**src/logic/csum_pkg.sv**
```systemverilog
// ~~~~~~~~~~~~~~~~~~~~~~~~~~~~~~~~~~~~~~~~~~~~~~~~~
// Checksum engine shared constants.
// Byte, word and sum widths plus the lane count
// used by every block of the dual stream engine.
// ~~~~~~~~~~~~~~~~~~~~~~~~~~~~~~~~~~~~~~~~~~~~~~~~~
package csum_pkg;

    // Width of one input byte.
    localparam int byte_w = 8;

    // A combined word holds two bytes, first byte on top.
    localparam int word_w = 2 * byte_w;

    // Accumulator and result width, wraps modulo 2^32.
    localparam int sum_w = 32;

    // Peer lanes sharing the result bus.
    localparam int n_lanes = 2;

    // Lane index width on the result bus.
    localparam int lane_w = (n_lanes > 1) ? $clog2(n_lanes) : 1;

endpackage : csum_pkg

// Other widths are derived from byte_w.
// End of package.

```
**src/logic/byte_pair_combiner.sv**
```systemverilog
// ~~~~~~~~~~~~~~~~~~~~~~~~~~~~~~~~~~~~~~~~~~~~~~~~~
// Byte pair combiner.
// Packs a byte stream into 16-bit words, first byte
// in the upper half, pads an odd last byte with a
// zero low half and flags the frame's final word.
// ~~~~~~~~~~~~~~~~~~~~~~~~~~~~~~~~~~~~~~~~~~~~~~~~~
`timescale 1ns/100ps

module byte_pair_combiner (
    input  logic                        axis_in,    // Clock.
    input  logic                        rst_n,      // Async reset, active low.
    input  logic [csum_pkg::byte_w-1:0] in_data,    // Incoming byte.
    input  logic                        in_vld,     // Byte taken on every edge it is high.
    input  logic                        in_last,    // High with the frame's final byte.
    output logic [csum_pkg::word_w-1:0] word,       // Packed word, registered.
    output logic                        word_vld,   // One cycle per word.
    output logic                        word_last   // Word holds the last byte.
);

    logic                        half;      // High byte held, waiting for its partner.
    logic [csum_pkg::byte_w-1:0] hi_byte;   // Upper half of the word in progress.
    logic                        emit;      // This byte closes a word.

    // A word closes on the second byte of a pair,
    // or on a last byte that has no partner.
    assign emit = in_vld && (half || in_last);

    // Control state.
    always_ff @(posedge axis_in or negedge rst_n) begin
        if (!rst_n) begin
            half      <= 1'b0;
            word_vld  <= 1'b0;
            word_last <= 1'b0;
        end else begin
            word_vld  <= emit;                  // Strobe for exactly one cycle.
            word_last <= emit && in_last;
            if (in_vld) begin
                if (half) begin
                    half <= 1'b0;               // Pair complete.
                end else if (!in_last) begin
                    half <= 1'b1;               // Store as upper half.
                end
                // A lone last byte leaves half low, next frame starts aligned.
            end
        end
    end

    // Payload path.
    always_ff @(posedge axis_in) begin
        if (in_vld && !half) begin
            hi_byte <= in_data;
        end
        if (emit) begin
            if (half) begin
                word <= {hi_byte, in_data};     // Big endian pair.
            end else begin
                // Odd length, last byte high and zero pad low.
                word <= {in_data, {csum_pkg::byte_w{1'b0}}};
            end
        end
    end

endmodule : byte_pair_combiner

```
**src/logic/dual_stream_csum.sv**
```systemverilog
// ~~~~~~~~~~~~~~~~~~~~~~~~~~~~~~~~~~~~~~~~~~~~~~~~~
// Dual stream checksum engine, top level.
// Two byte lanes, each combined into words and
// summed per frame, share one result bus through
// a round robin arbiter.
// ~~~~~~~~~~~~~~~~~~~~~~~~~~~~~~~~~~~~~~~~~~~~~~~~~
`timescale 1ns/100ps

module dual_stream_csum (
    input  logic                        axis_in,    // Clock.
    input  logic                        rst_n,      // Async reset, active low.
    input  logic [csum_pkg::byte_w-1:0] in_data_0,
    input  logic [csum_pkg::byte_w-1:0] in_data_1,
    input  logic                        in_vld_0,
    input  logic                        in_vld_1,
    input  logic                        in_last_0,
    input  logic                        in_last_1,
    output logic                        sum_vld,    // Result strobe.
    output logic [csum_pkg::lane_w-1:0] sum_lane,   // Result lane.
    output logic [csum_pkg::sum_w-1:0]  sum         // Result value.
);

    // Lane 0 internals.
    logic [csum_pkg::word_w-1:0] word_0;
    logic                        word_vld_0;
    logic                        word_last_0;
    logic                        done_0;
    logic [csum_pkg::sum_w-1:0]  frame_sum_0;

    // Lane 1 internals.
    logic [csum_pkg::word_w-1:0] word_1;
    logic                        word_vld_1;
    logic                        word_last_1;
    logic                        done_1;
    logic [csum_pkg::sum_w-1:0]  frame_sum_1;

    byte_pair_combiner comb_0_inst (
        .axis_in   (axis_in),       .rst_n     (rst_n),
        .in_data   (in_data_0),     .in_vld    (in_vld_0),
        .in_last   (in_last_0),     .word      (word_0),
        .word_vld  (word_vld_0),    .word_last (word_last_0)
    );

    frame_sum_accum accum_0_inst (
        .axis_in   (axis_in),       .rst_n     (rst_n),
        .word      (word_0),        .word_vld  (word_vld_0),
        .word_last (word_last_0),   .done      (done_0),
        .frame_sum (frame_sum_0)
    );

    byte_pair_combiner comb_1_inst (
        .axis_in   (axis_in),       .rst_n     (rst_n),
        .in_data   (in_data_1),     .in_vld    (in_vld_1),
        .in_last   (in_last_1),     .word      (word_1),
        .word_vld  (word_vld_1),    .word_last (word_last_1)
    );

    frame_sum_accum accum_1_inst (
        .axis_in   (axis_in),       .rst_n     (rst_n),
        .word      (word_1),        .word_vld  (word_vld_1),
        .word_last (word_last_1),   .done      (done_1),
        .frame_sum (frame_sum_1)
    );

    // Shared bus, 3 cycles from last byte, 4 when contested.
    result_arbiter arb_inst (
        .axis_in     (axis_in),     .rst_n       (rst_n),
        .done_0      (done_0),      .done_1      (done_1),
        .frame_sum_0 (frame_sum_0), .frame_sum_1 (frame_sum_1),
        .sum_vld     (sum_vld),     .sum_lane    (sum_lane),
        .sum         (sum)
    );

endmodule : dual_stream_csum

```
**src/logic/frame_sum_accum.sv**
```systemverilog
// ~~~~~~~~~~~~~~~~~~~~~~~~~~~~~~~~~~~~~~~~~~~~~~~~~
// Frame sum accumulator.
// Adds the words of one frame into a 32-bit sum
// and pulses done with the final sum once the
// frame's last word has been taken.
// ~~~~~~~~~~~~~~~~~~~~~~~~~~~~~~~~~~~~~~~~~~~~~~~~~
`timescale 1ns/100ps

module frame_sum_accum (
    input  logic                        axis_in,    // Clock.
    input  logic                        rst_n,      // Async reset, active low.
    input  logic [csum_pkg::word_w-1:0] word,       // Word from the combiner.
    input  logic                        word_vld,   // Word strobe.
    input  logic                        word_last,  // Final word of the frame.
    output logic                        done,       // One cycle per finished frame.
    output logic [csum_pkg::sum_w-1:0]  frame_sum   // Sum of the finished frame.
);

    logic                       trigger;    // Frame closed on the previous edge.
    logic [csum_pkg::sum_w-1:0] acc;        // Running sum.
    logic [csum_pkg::sum_w-1:0] word_ext;   // Zero extended word.
    logic [csum_pkg::sum_w-1:0] acc_next;   // Running sum with this word.

    assign word_ext = {{(csum_pkg::sum_w - csum_pkg::word_w){1'b0}}, word};
    assign acc_next = acc + word_ext;           // Wraps modulo 2^32.

    always_ff @(posedge axis_in or negedge rst_n) begin
        if (!rst_n) begin
            trigger   <= 1'b0;
            acc       <= '0;
            frame_sum <= '0;
        end else begin
            trigger <= word_vld && word_last;
            if (word_vld && word_last) begin
                frame_sum <= acc_next;          // Valid while trigger is high.
            end
            if (trigger) begin
                // Clear, but keep a first word of the next frame.
                acc <= word_vld ? word_ext : '0;
            end else if (word_vld) begin
                acc <= acc_next;
            end
        end
    end

    assign done = trigger;                      // Done is the trigger itself.

endmodule : frame_sum_accum

```
**src/logic/result_arbiter.sv**
```systemverilog
// ~~~~~~~~~~~~~~~~~~~~~~~~~~~~~~~~~~~~~~~~~~~~~~~~~
// Result arbiter.
// Holds one pending result per lane and hands the
// shared result bus out round robin, one result per
// cycle, lane order kept.
// ~~~~~~~~~~~~~~~~~~~~~~~~~~~~~~~~~~~~~~~~~~~~~~~~~
`timescale 1ns/100ps

module result_arbiter (
    input  logic                        axis_in,        // Clock.
    input  logic                        rst_n,          // Async reset, active low.
    input  logic                        done_0,         // Lane 0 frame finished.
    input  logic                        done_1,         // Lane 1 frame finished.
    input  logic [csum_pkg::sum_w-1:0]  frame_sum_0,    // Lane 0 frame sum.
    input  logic [csum_pkg::sum_w-1:0]  frame_sum_1,    // Lane 1 frame sum.
    output logic                        sum_vld,        // One cycle per result.
    output logic [csum_pkg::lane_w-1:0] sum_lane,       // Owner of the result.
    output logic [csum_pkg::sum_w-1:0]  sum             // Frame sum.
);

    logic [csum_pkg::n_lanes-1:0] done;         // Done pulses as a vector.
    logic [csum_pkg::sum_w-1:0]   fsum [csum_pkg::n_lanes];
    logic [csum_pkg::n_lanes-1:0] pend;         // Result waiting in held.
    logic [csum_pkg::sum_w-1:0]   held [csum_pkg::n_lanes];
    logic [csum_pkg::n_lanes-1:0] req;          // Lane has something to send.
    logic [csum_pkg::sum_w-1:0]   val  [csum_pkg::n_lanes];
    logic [csum_pkg::n_lanes-1:0] grant;
    logic [csum_pkg::lane_w-1:0]  sel;          // Granted lane index.
    logic [csum_pkg::lane_w-1:0]  last_grant;   // Lane served most recently.

    assign done    = {done_1, done_0};
    assign fsum[0] = frame_sum_0;
    assign fsum[1] = frame_sum_1;

    // A fresh done goes straight out when uncontested.
    always_comb begin
        for (int i = 0; i < csum_pkg::n_lanes; i++) begin
            req[i] = pend[i] || done[i];
            val[i] = pend[i] ? held[i] : fsum[i];   // Older entry first.
        end
    end

    // Both asking, the lane not granted last wins.
    assign grant[1] = req[1] && (!req[0] || (last_grant == '0));
    assign grant[0] = req[0] && !grant[1];

    always_comb begin
        sel = '0;
        for (int i = 0; i < csum_pkg::n_lanes; i++) begin
            if (grant[i]) sel = i[csum_pkg::lane_w-1:0];
        end
    end

    always_ff @(posedge axis_in or negedge rst_n) begin
        if (!rst_n) begin
            pend       <= '0;
            last_grant <= '0;
            sum_vld    <= 1'b0;
            sum_lane   <= '0;
            sum        <= '0;
            for (int i = 0; i < csum_pkg::n_lanes; i++) held[i] <= '0;
        end else begin
            for (int i = 0; i < csum_pkg::n_lanes; i++) begin
                if (grant[i]) begin
                    pend[i] <= pend[i] && done[i];  // Refill when done meets grant.
                end else if (done[i]) begin
                    pend[i] <= 1'b1;                // Park until granted.
                end
                if (done[i]) held[i] <= fsum[i];
            end
            sum_vld <= |req;
            if (|req) begin
                sum_lane   <= sel;
                sum        <= val[sel];
                last_grant <= sel;
            end
        end
    end

endmodule : result_arbiter

```
**config.mk**
```make
export PLATFORM = sky130hd
export DESIGN_NAME = dual_stream_csum
export DESIGN_NICKNAME = d
export VERILOG_FILES = /design/src/logic/csum_pkg.sv /design/src/logic/byte_pair_combiner.sv /design/src/logic/dual_stream_csum.sv /design/src/logic/frame_sum_accum.sv /design/src/logic/result_arbiter.sv
export SDC_FILE = /design/constraint.sdc
export NUM_CORES = 1
export LEC_CHECK = 0
export BUFFER_PORTS_ARGS = -buffer_cell sky130_fd_sc_hd__buf_2
export CELL_PAD_IN_SITES_DETAIL_PLACEMENT = 0
export CELL_PAD_IN_SITES_GLOBAL_PLACEMENT = 1
export CORE_MARGIN = 2
export CORE_UTILIZATION = 45
export CTS_CLUSTER_SIZE = 12
export DETAILED_ROUTE_END_ITERATION = 8
export GPL_TIMING_DRIVEN = 0
export PLACE_DENSITY_LB_ADDON = 0.1
export SYNTH_ARGS = -nofsm -noshare
export SYNTH_HDL_FRONTEND = slang
export SYNTH_SLANG_ARGS = --single-unit
```
**constraint.sdc**
```tcl
create_clock -name axis_in -period 3.75 [get_ports axis_in]
set_clock_uncertainty 0.15 [all_clocks]
set_input_delay 0.375 -clock axis_in [delete_from_list [all_inputs] [get_ports axis_in]]
set_output_delay 0.375 -clock axis_in [all_outputs]
set_load 0.005 [all_outputs]
```
---- Word-level counts from Yosys, hierarchy flattened ----
Cells that the tools add are included.
Widths: inputs -> output; s select.
word-level totals
  flip-flop bits (word level) ............. 284
  input port bits ......................... 22
  output and inout port bits .............. 34
  latch bits .............................. 0
  ROM bits ................................ 0
  memory bits (writable) .................. 0
  memories kept ........................... 0
cells by class
  divide/modulo/power cells ............... 0
  muxes and demuxes ....................... 22
  reductions and logical operators ........ 26
  bitwise logic cells ..................... 2
  multipliers ............................. 0
  $add $sub $neg .......................... 2
  eq/ne operators ......................... 0
  shift-type cells ........................ 0
  magnitude comparators ................... 1
operator list
  operator            count
  $mux 32             9
  $add 32x16->32      2
  $mux 16             4
  $logic_and 1x1->1   12
  $mux 1              9
  $reduce_bool 2->1   4
  $logic_or 1x1->1    5
  $logic_not 1->1     4
  $ge 2x2->1 const B  1
  $not 1->2           1
  $reduce_or 2->1     1
  $not 1->1           1

---- Longest topological paths before layout ----
  depth after elaboration ................. 9
  gate-level depth with buffers ........... 10

---- Cells and area by module ----
A second synthesis with hierarchy kept.
second synthesis, totals
  cell total of the unflattened synthesis .. 1265
  area total of the unflattened synthesis .. 14321.2 µm²
by module, submodules not included
  module                          area each (µm²)  cells an instance  instances  sequential area each (µm²)
  result_arbiter                  4765.8           367                1          2502.4
  frame_sum_accum (accum_1_inst)  3827.4           402                1          1626.6
  frame_sum_accum (accum_0_inst)  3743.6           396                1          1626.6
  byte_pair_combiner              992.2            50                 2          795.8

---- Least setup slack after synthesis ----
OpenSTA, ideal clock, no wires.
  path kind ............................... reg2reg
  start point ............................. register comb_1_inst.word[0] (netlist bit)
  end point ............................... register accum_1_inst.acc[18] (netlist bit)
  data required time ...................... 3.531 ns
  setup time .............................. 0.069 ns
  arrival ................................. 2.561 ns
  period minus slack after synthesis ...... 2.780 ns
  buffers on the path ..................... 1
  setup slack ............................. 0.970 ns
  cell stages (with the launch flop) ...... 11
  path through ............................ edfxtp_1 > ha_1 > fa_1 > a21o_1 > a221oi_4 > nor3_4 > o311a_1 > o211ai_2 > buf_6 > xnor2_1 > nor2b_4
between the ends
  cells in the longest elaborated chain, start to end .. 3
RTL lines
  item                      line                      source
  start: declaration        byte_pair_combiner.sv:15  output logic [csum_pkg::word_w-1:0] word,
  start signal: assignment  byte_pair_combiner.sv:55  word <= {hi_byte, in_data};
  start signal: assignment  byte_pair_combiner.sv:58  word <= {in_data, {csum_pkg::byte_w{1'b0}}};
  $add 32x16->32            frame_sum_accum.sv:25     assign acc_next = acc + word_ext;
  $mux 32                   frame_sum_accum.sv:40     end else if (word_vld) begin
  $mux 32                   frame_sum_accum.sv:37     if (trigger) begin
  end signal: assignment    frame_sum_accum.sv:39     acc <= word_vld ? word_ext : '0;
  end signal: assignment    frame_sum_accum.sv:41     acc <= acc_next;
  end: declaration          frame_sum_accum.sv:20     logic [csum_pkg::sum_w-1:0] acc;
No other way between the ends. The select of a mux whose other input is x is not followed.
A chain may end at the register's enable or synchronous reset.

---- Final worst setup path ----
  start point ............................. register comb_0_inst.word[0] (netlist bit)
  end point ............................... register accum_0_inst.frame_sum[30] (netlist bit)
between the ends
  cells in the longest elaborated chain, start to end .. 1
RTL lines
  item                      line                      source
  start: declaration        byte_pair_combiner.sv:15
  start signal: assignment  byte_pair_combiner.sv:55
  start signal: assignment  byte_pair_combiner.sv:58
  $add 32x16->32            frame_sum_accum.sv:25
  end signal: assignment    frame_sum_accum.sv:35     frame_sum <= acc_next;
  end: declaration          frame_sum_accum.sv:16     output logic [csum_pkg::sum_w-1:0] frame_sum
No other way between the ends.

==> out/qor.csv <==
metric,value,unit
first-pass GRT wire length,55.7,mm
DR WL/cell,18.1,um
Skew-Pair Late Insertion Delay,500,ps
"top cells by area, synth","dfrtp_1, edfxtp_1, mux2_2",
Yosys top cell area share,42.1,%
DR vias/cell,5.32,
setup bufs post-CTS,0,
HPWL after detailed placement,24.6,mm
WS Path Type,flop to flop,
"Distinct cells, synth",65,
Slew Limit Fails,0,
Post-Route WL,33.5,mm
Synth area leader,dfrtp_1,
Die X-Extent,181,um
max cap viols,0,
area of the core,30700,um2
share of layout cells above drive strength 1,15.0,%
Worst EP arrival,3430,ps
Filler cells,2836,
synth warn,0,
Slew @ Worst Pin,943,ps
Leak,0.00695,uW
Final Wtd Congestion,0.863,
residual DRC count,0,
Placed Cells incl. Taps,1773,
CP Launch Type,flop,
largest net degree at the start of global routing,117,
fin crit period,3210,ps
initial antenna violation count,0,
critical-path maximum fanout,10,
Gate Count Post-Synth,1320,
Initial Util,45.7,%
DRT iter0 DRCs,490,
Total GRT Usage,21.1,%
full die area,32600,um2
CTS tree,yes,
post-CTS sizing,0,
# hold bufs at CTS,23,
"Hold Vio Cnt, Final",0,
Die H,181,um
Max Fclk,312,MHz
status,"complete, no violations",
port bufs,55,
peak supply drop,0.000425,V
CTS sink cnt,284,
vias in the first global route,10119,
row count,64,
CP Data Required Time,3970,ps
router iterations before antenna repair,4,
# IOs,56,
power density cells,666,nW/um2
TritonCTS Buffers,34,
hold crit path type,input pin to async pin,
Min Hold Slack,187,ps
Slew HR,36.9,%
Longest Clk Path Bufs,3,
DRT antenna net count,0,
number of synthesized flops with an enable pin,48,
Async SR Flop Fraction,83.1,%
register area share after synthesis,52.4,%
setup violators final,0,
RSZ-0062 raised after global routing,no,
syn avg cell area,10.6,um2
Synth-to-Final Area Change,15.3,%
Final Non-Filler Cells,1854,
# diodes,0,
syn_nets,1376,
register bit total from synthesis,284,
Worst-path clk slew,60,ps
Vias,9858,
Overall Power,10800,uW
Crit. End Element,flop,
clock root buffer,clkbuf_16,
"Cell Area, Synth",14000,um2
crit share post-route,85.6,%
# nets final,1492,
Synth Flop Type,dfrtp_1,
# H-tree levels,2,
grt ovf,0,
## cells by family after synthesis
family / after synthesis / share of synthesized area, %
AND/OR/NAND/NOR: 377 / 12.2
AO/OA/AOI/OAI: 295 / 13.4
flip-flops: 284 / 52.4
multiplexers: 140 / 10.8
buffers and inverters: 108 / 3.01
XOR/XNOR: 80 / 4.99
adder cells (fa/ha/maj): 36 / 3.28
## placed cells by master (no fill, tap or decap), types with 48 or more instances in the layout
master	n
o21ai_0	123
nor2_1	85
mux2i_1	50
buf_2	59
clkbuf_1	61
nand2_1	177
edfxtp_1	48
dfrtp_1	236
mux2_2	90
a21oi_1	52
## cell type report
cell class	instances	area, um2	share of cell area [%]
buffer	76	302	1.86
clock inverter	10	72.6	0.448
clock buffer	48	1010	6.22
timing repair buffer	80	571	3.53
multi-input combinational	928	6270	38.7
sequential	284	7350	45.4
inverter	32	120	0.742
tap	396	495	3.06
## cells in the mapped netlist (3+ instances only)
master     count
o211ai_1       8
a2111oi_2      3
nand3_1       24
buf_2          5
and4_1         4
ha_1          32
buf_1         14
xnor2_1       44
and2_1        23
a21o_1        20
nand4_1       17
nand2_1      177
a21oi_1       52
mux2i_1       50
nor2b_1        8
mux2_2        90
a22o_1         3
xor2_1        36
or3_1          7
or4_1          3
o31ai_1        5
edfxtp_1      48
a31oi_1        5
a22oi_1       10
a221o_1       20
clkbuf_1      54
dfrtp_1      236
nor2_1        85
a211oi_1      12
o21ai_0      123
inv_1         30
o21ai_1       12
and3_1        14
nor3_1         6
## routing by layer
metal	GRT usage [%]	wire, um
met5	0	0
met4	5.84	780
met3	2.67	890
met2	36.6	16400
met1	27.9	15400
## per-stage QoR
| stage | utilization (%) | setup slack, ps | instance area [um2] | TNS [ps] |
|---|---|---|---|---|
| after floorplan | - | 970 | 14000 | 0 |
| after global placement | 48.3 | -2350 | 14800 | -547830 |
| after detailed placement | 48.5 | 606 | 14900 | 0 |
| after CTS | 52.8 | 564 | 16200 | 0 |
| after global routing | 52.8 | 326 | 16200 | 0 |
| final | 52.8 | 540 | 16200 | 0 |
## flip-flops by register name, summed over array words and instances (netlist names)
register                flops
comb_0_inst.half            1
comb_1_inst.half            1
comb_0_inst.word_vld        1
accum_1_inst.frame_sum     32
comb_1_inst.word           16
accum_0_inst.done           1
comb_1_inst.hi_byte         8
comb_0_inst.word_last       1
comb_1_inst.word_last       1
comb_0_inst.hi_byte         8
arb_inst.pend               2
accum_1_inst.acc           32
accum_0_inst.frame_sum     32
arb_inst.held              64
comb_0_inst.word           16
arb_inst.sum_lane           1
accum_1_inst.done           1
arb_inst.sum_vld            1
accum_0_inst.acc           32
arb_inst.sum               32
comb_1_inst.word_vld        1
## power by group
part,internal (uW),switching (uW)
Sequential,3920,506
Combinational,1400,1760
Clock,1930,1260
Total,7250,3520
## critical path, cell delays in order, from the launching register on
cell and delay, ps:
edfxtp_1 380, ha_1 230, fa_1 420, a21o_1 210, a221o_1 370, and3_1 230
o21bai_2 320, buf_2 290, a211oi_1 120, xnor2_1 260, o21ai_1 100
## worst paths after layout
check / start / endpoint / slack [ps] / cells past startpoint
max reg2reg: comb_0_inst.word[0]$_SDFFCE_PN0P_ / accum_0_inst.frame_sum[30]$_DFFE_PN0P_ / 540 / 10
max in group asynchronous: rst_n / arb_inst.held[11]$_DFFE_PN0P_ / 1930 / 4
min reg2reg: comb_1_inst.word[0]$_SDFFCE_PN0P_ / accum_1_inst.acc[0]$_DFFE_PN0P_ / 340 / 2
min: rst_n / accum_0_inst.acc[2]$_DFFE_PN0P_ / 190 / 2
max: comb_0_inst.word[0]$_SDFFCE_PN0P_ / accum_0_inst.frame_sum[30]$_DFFE_PN0P_ / 540 / 10
min in group axis_in: comb_1_inst.word[0]$_SDFFCE_PN0P_ / accum_1_inst.acc[0]$_DFFE_PN0P_ / 340 / 2
Power figures use the tool's default switching activity.
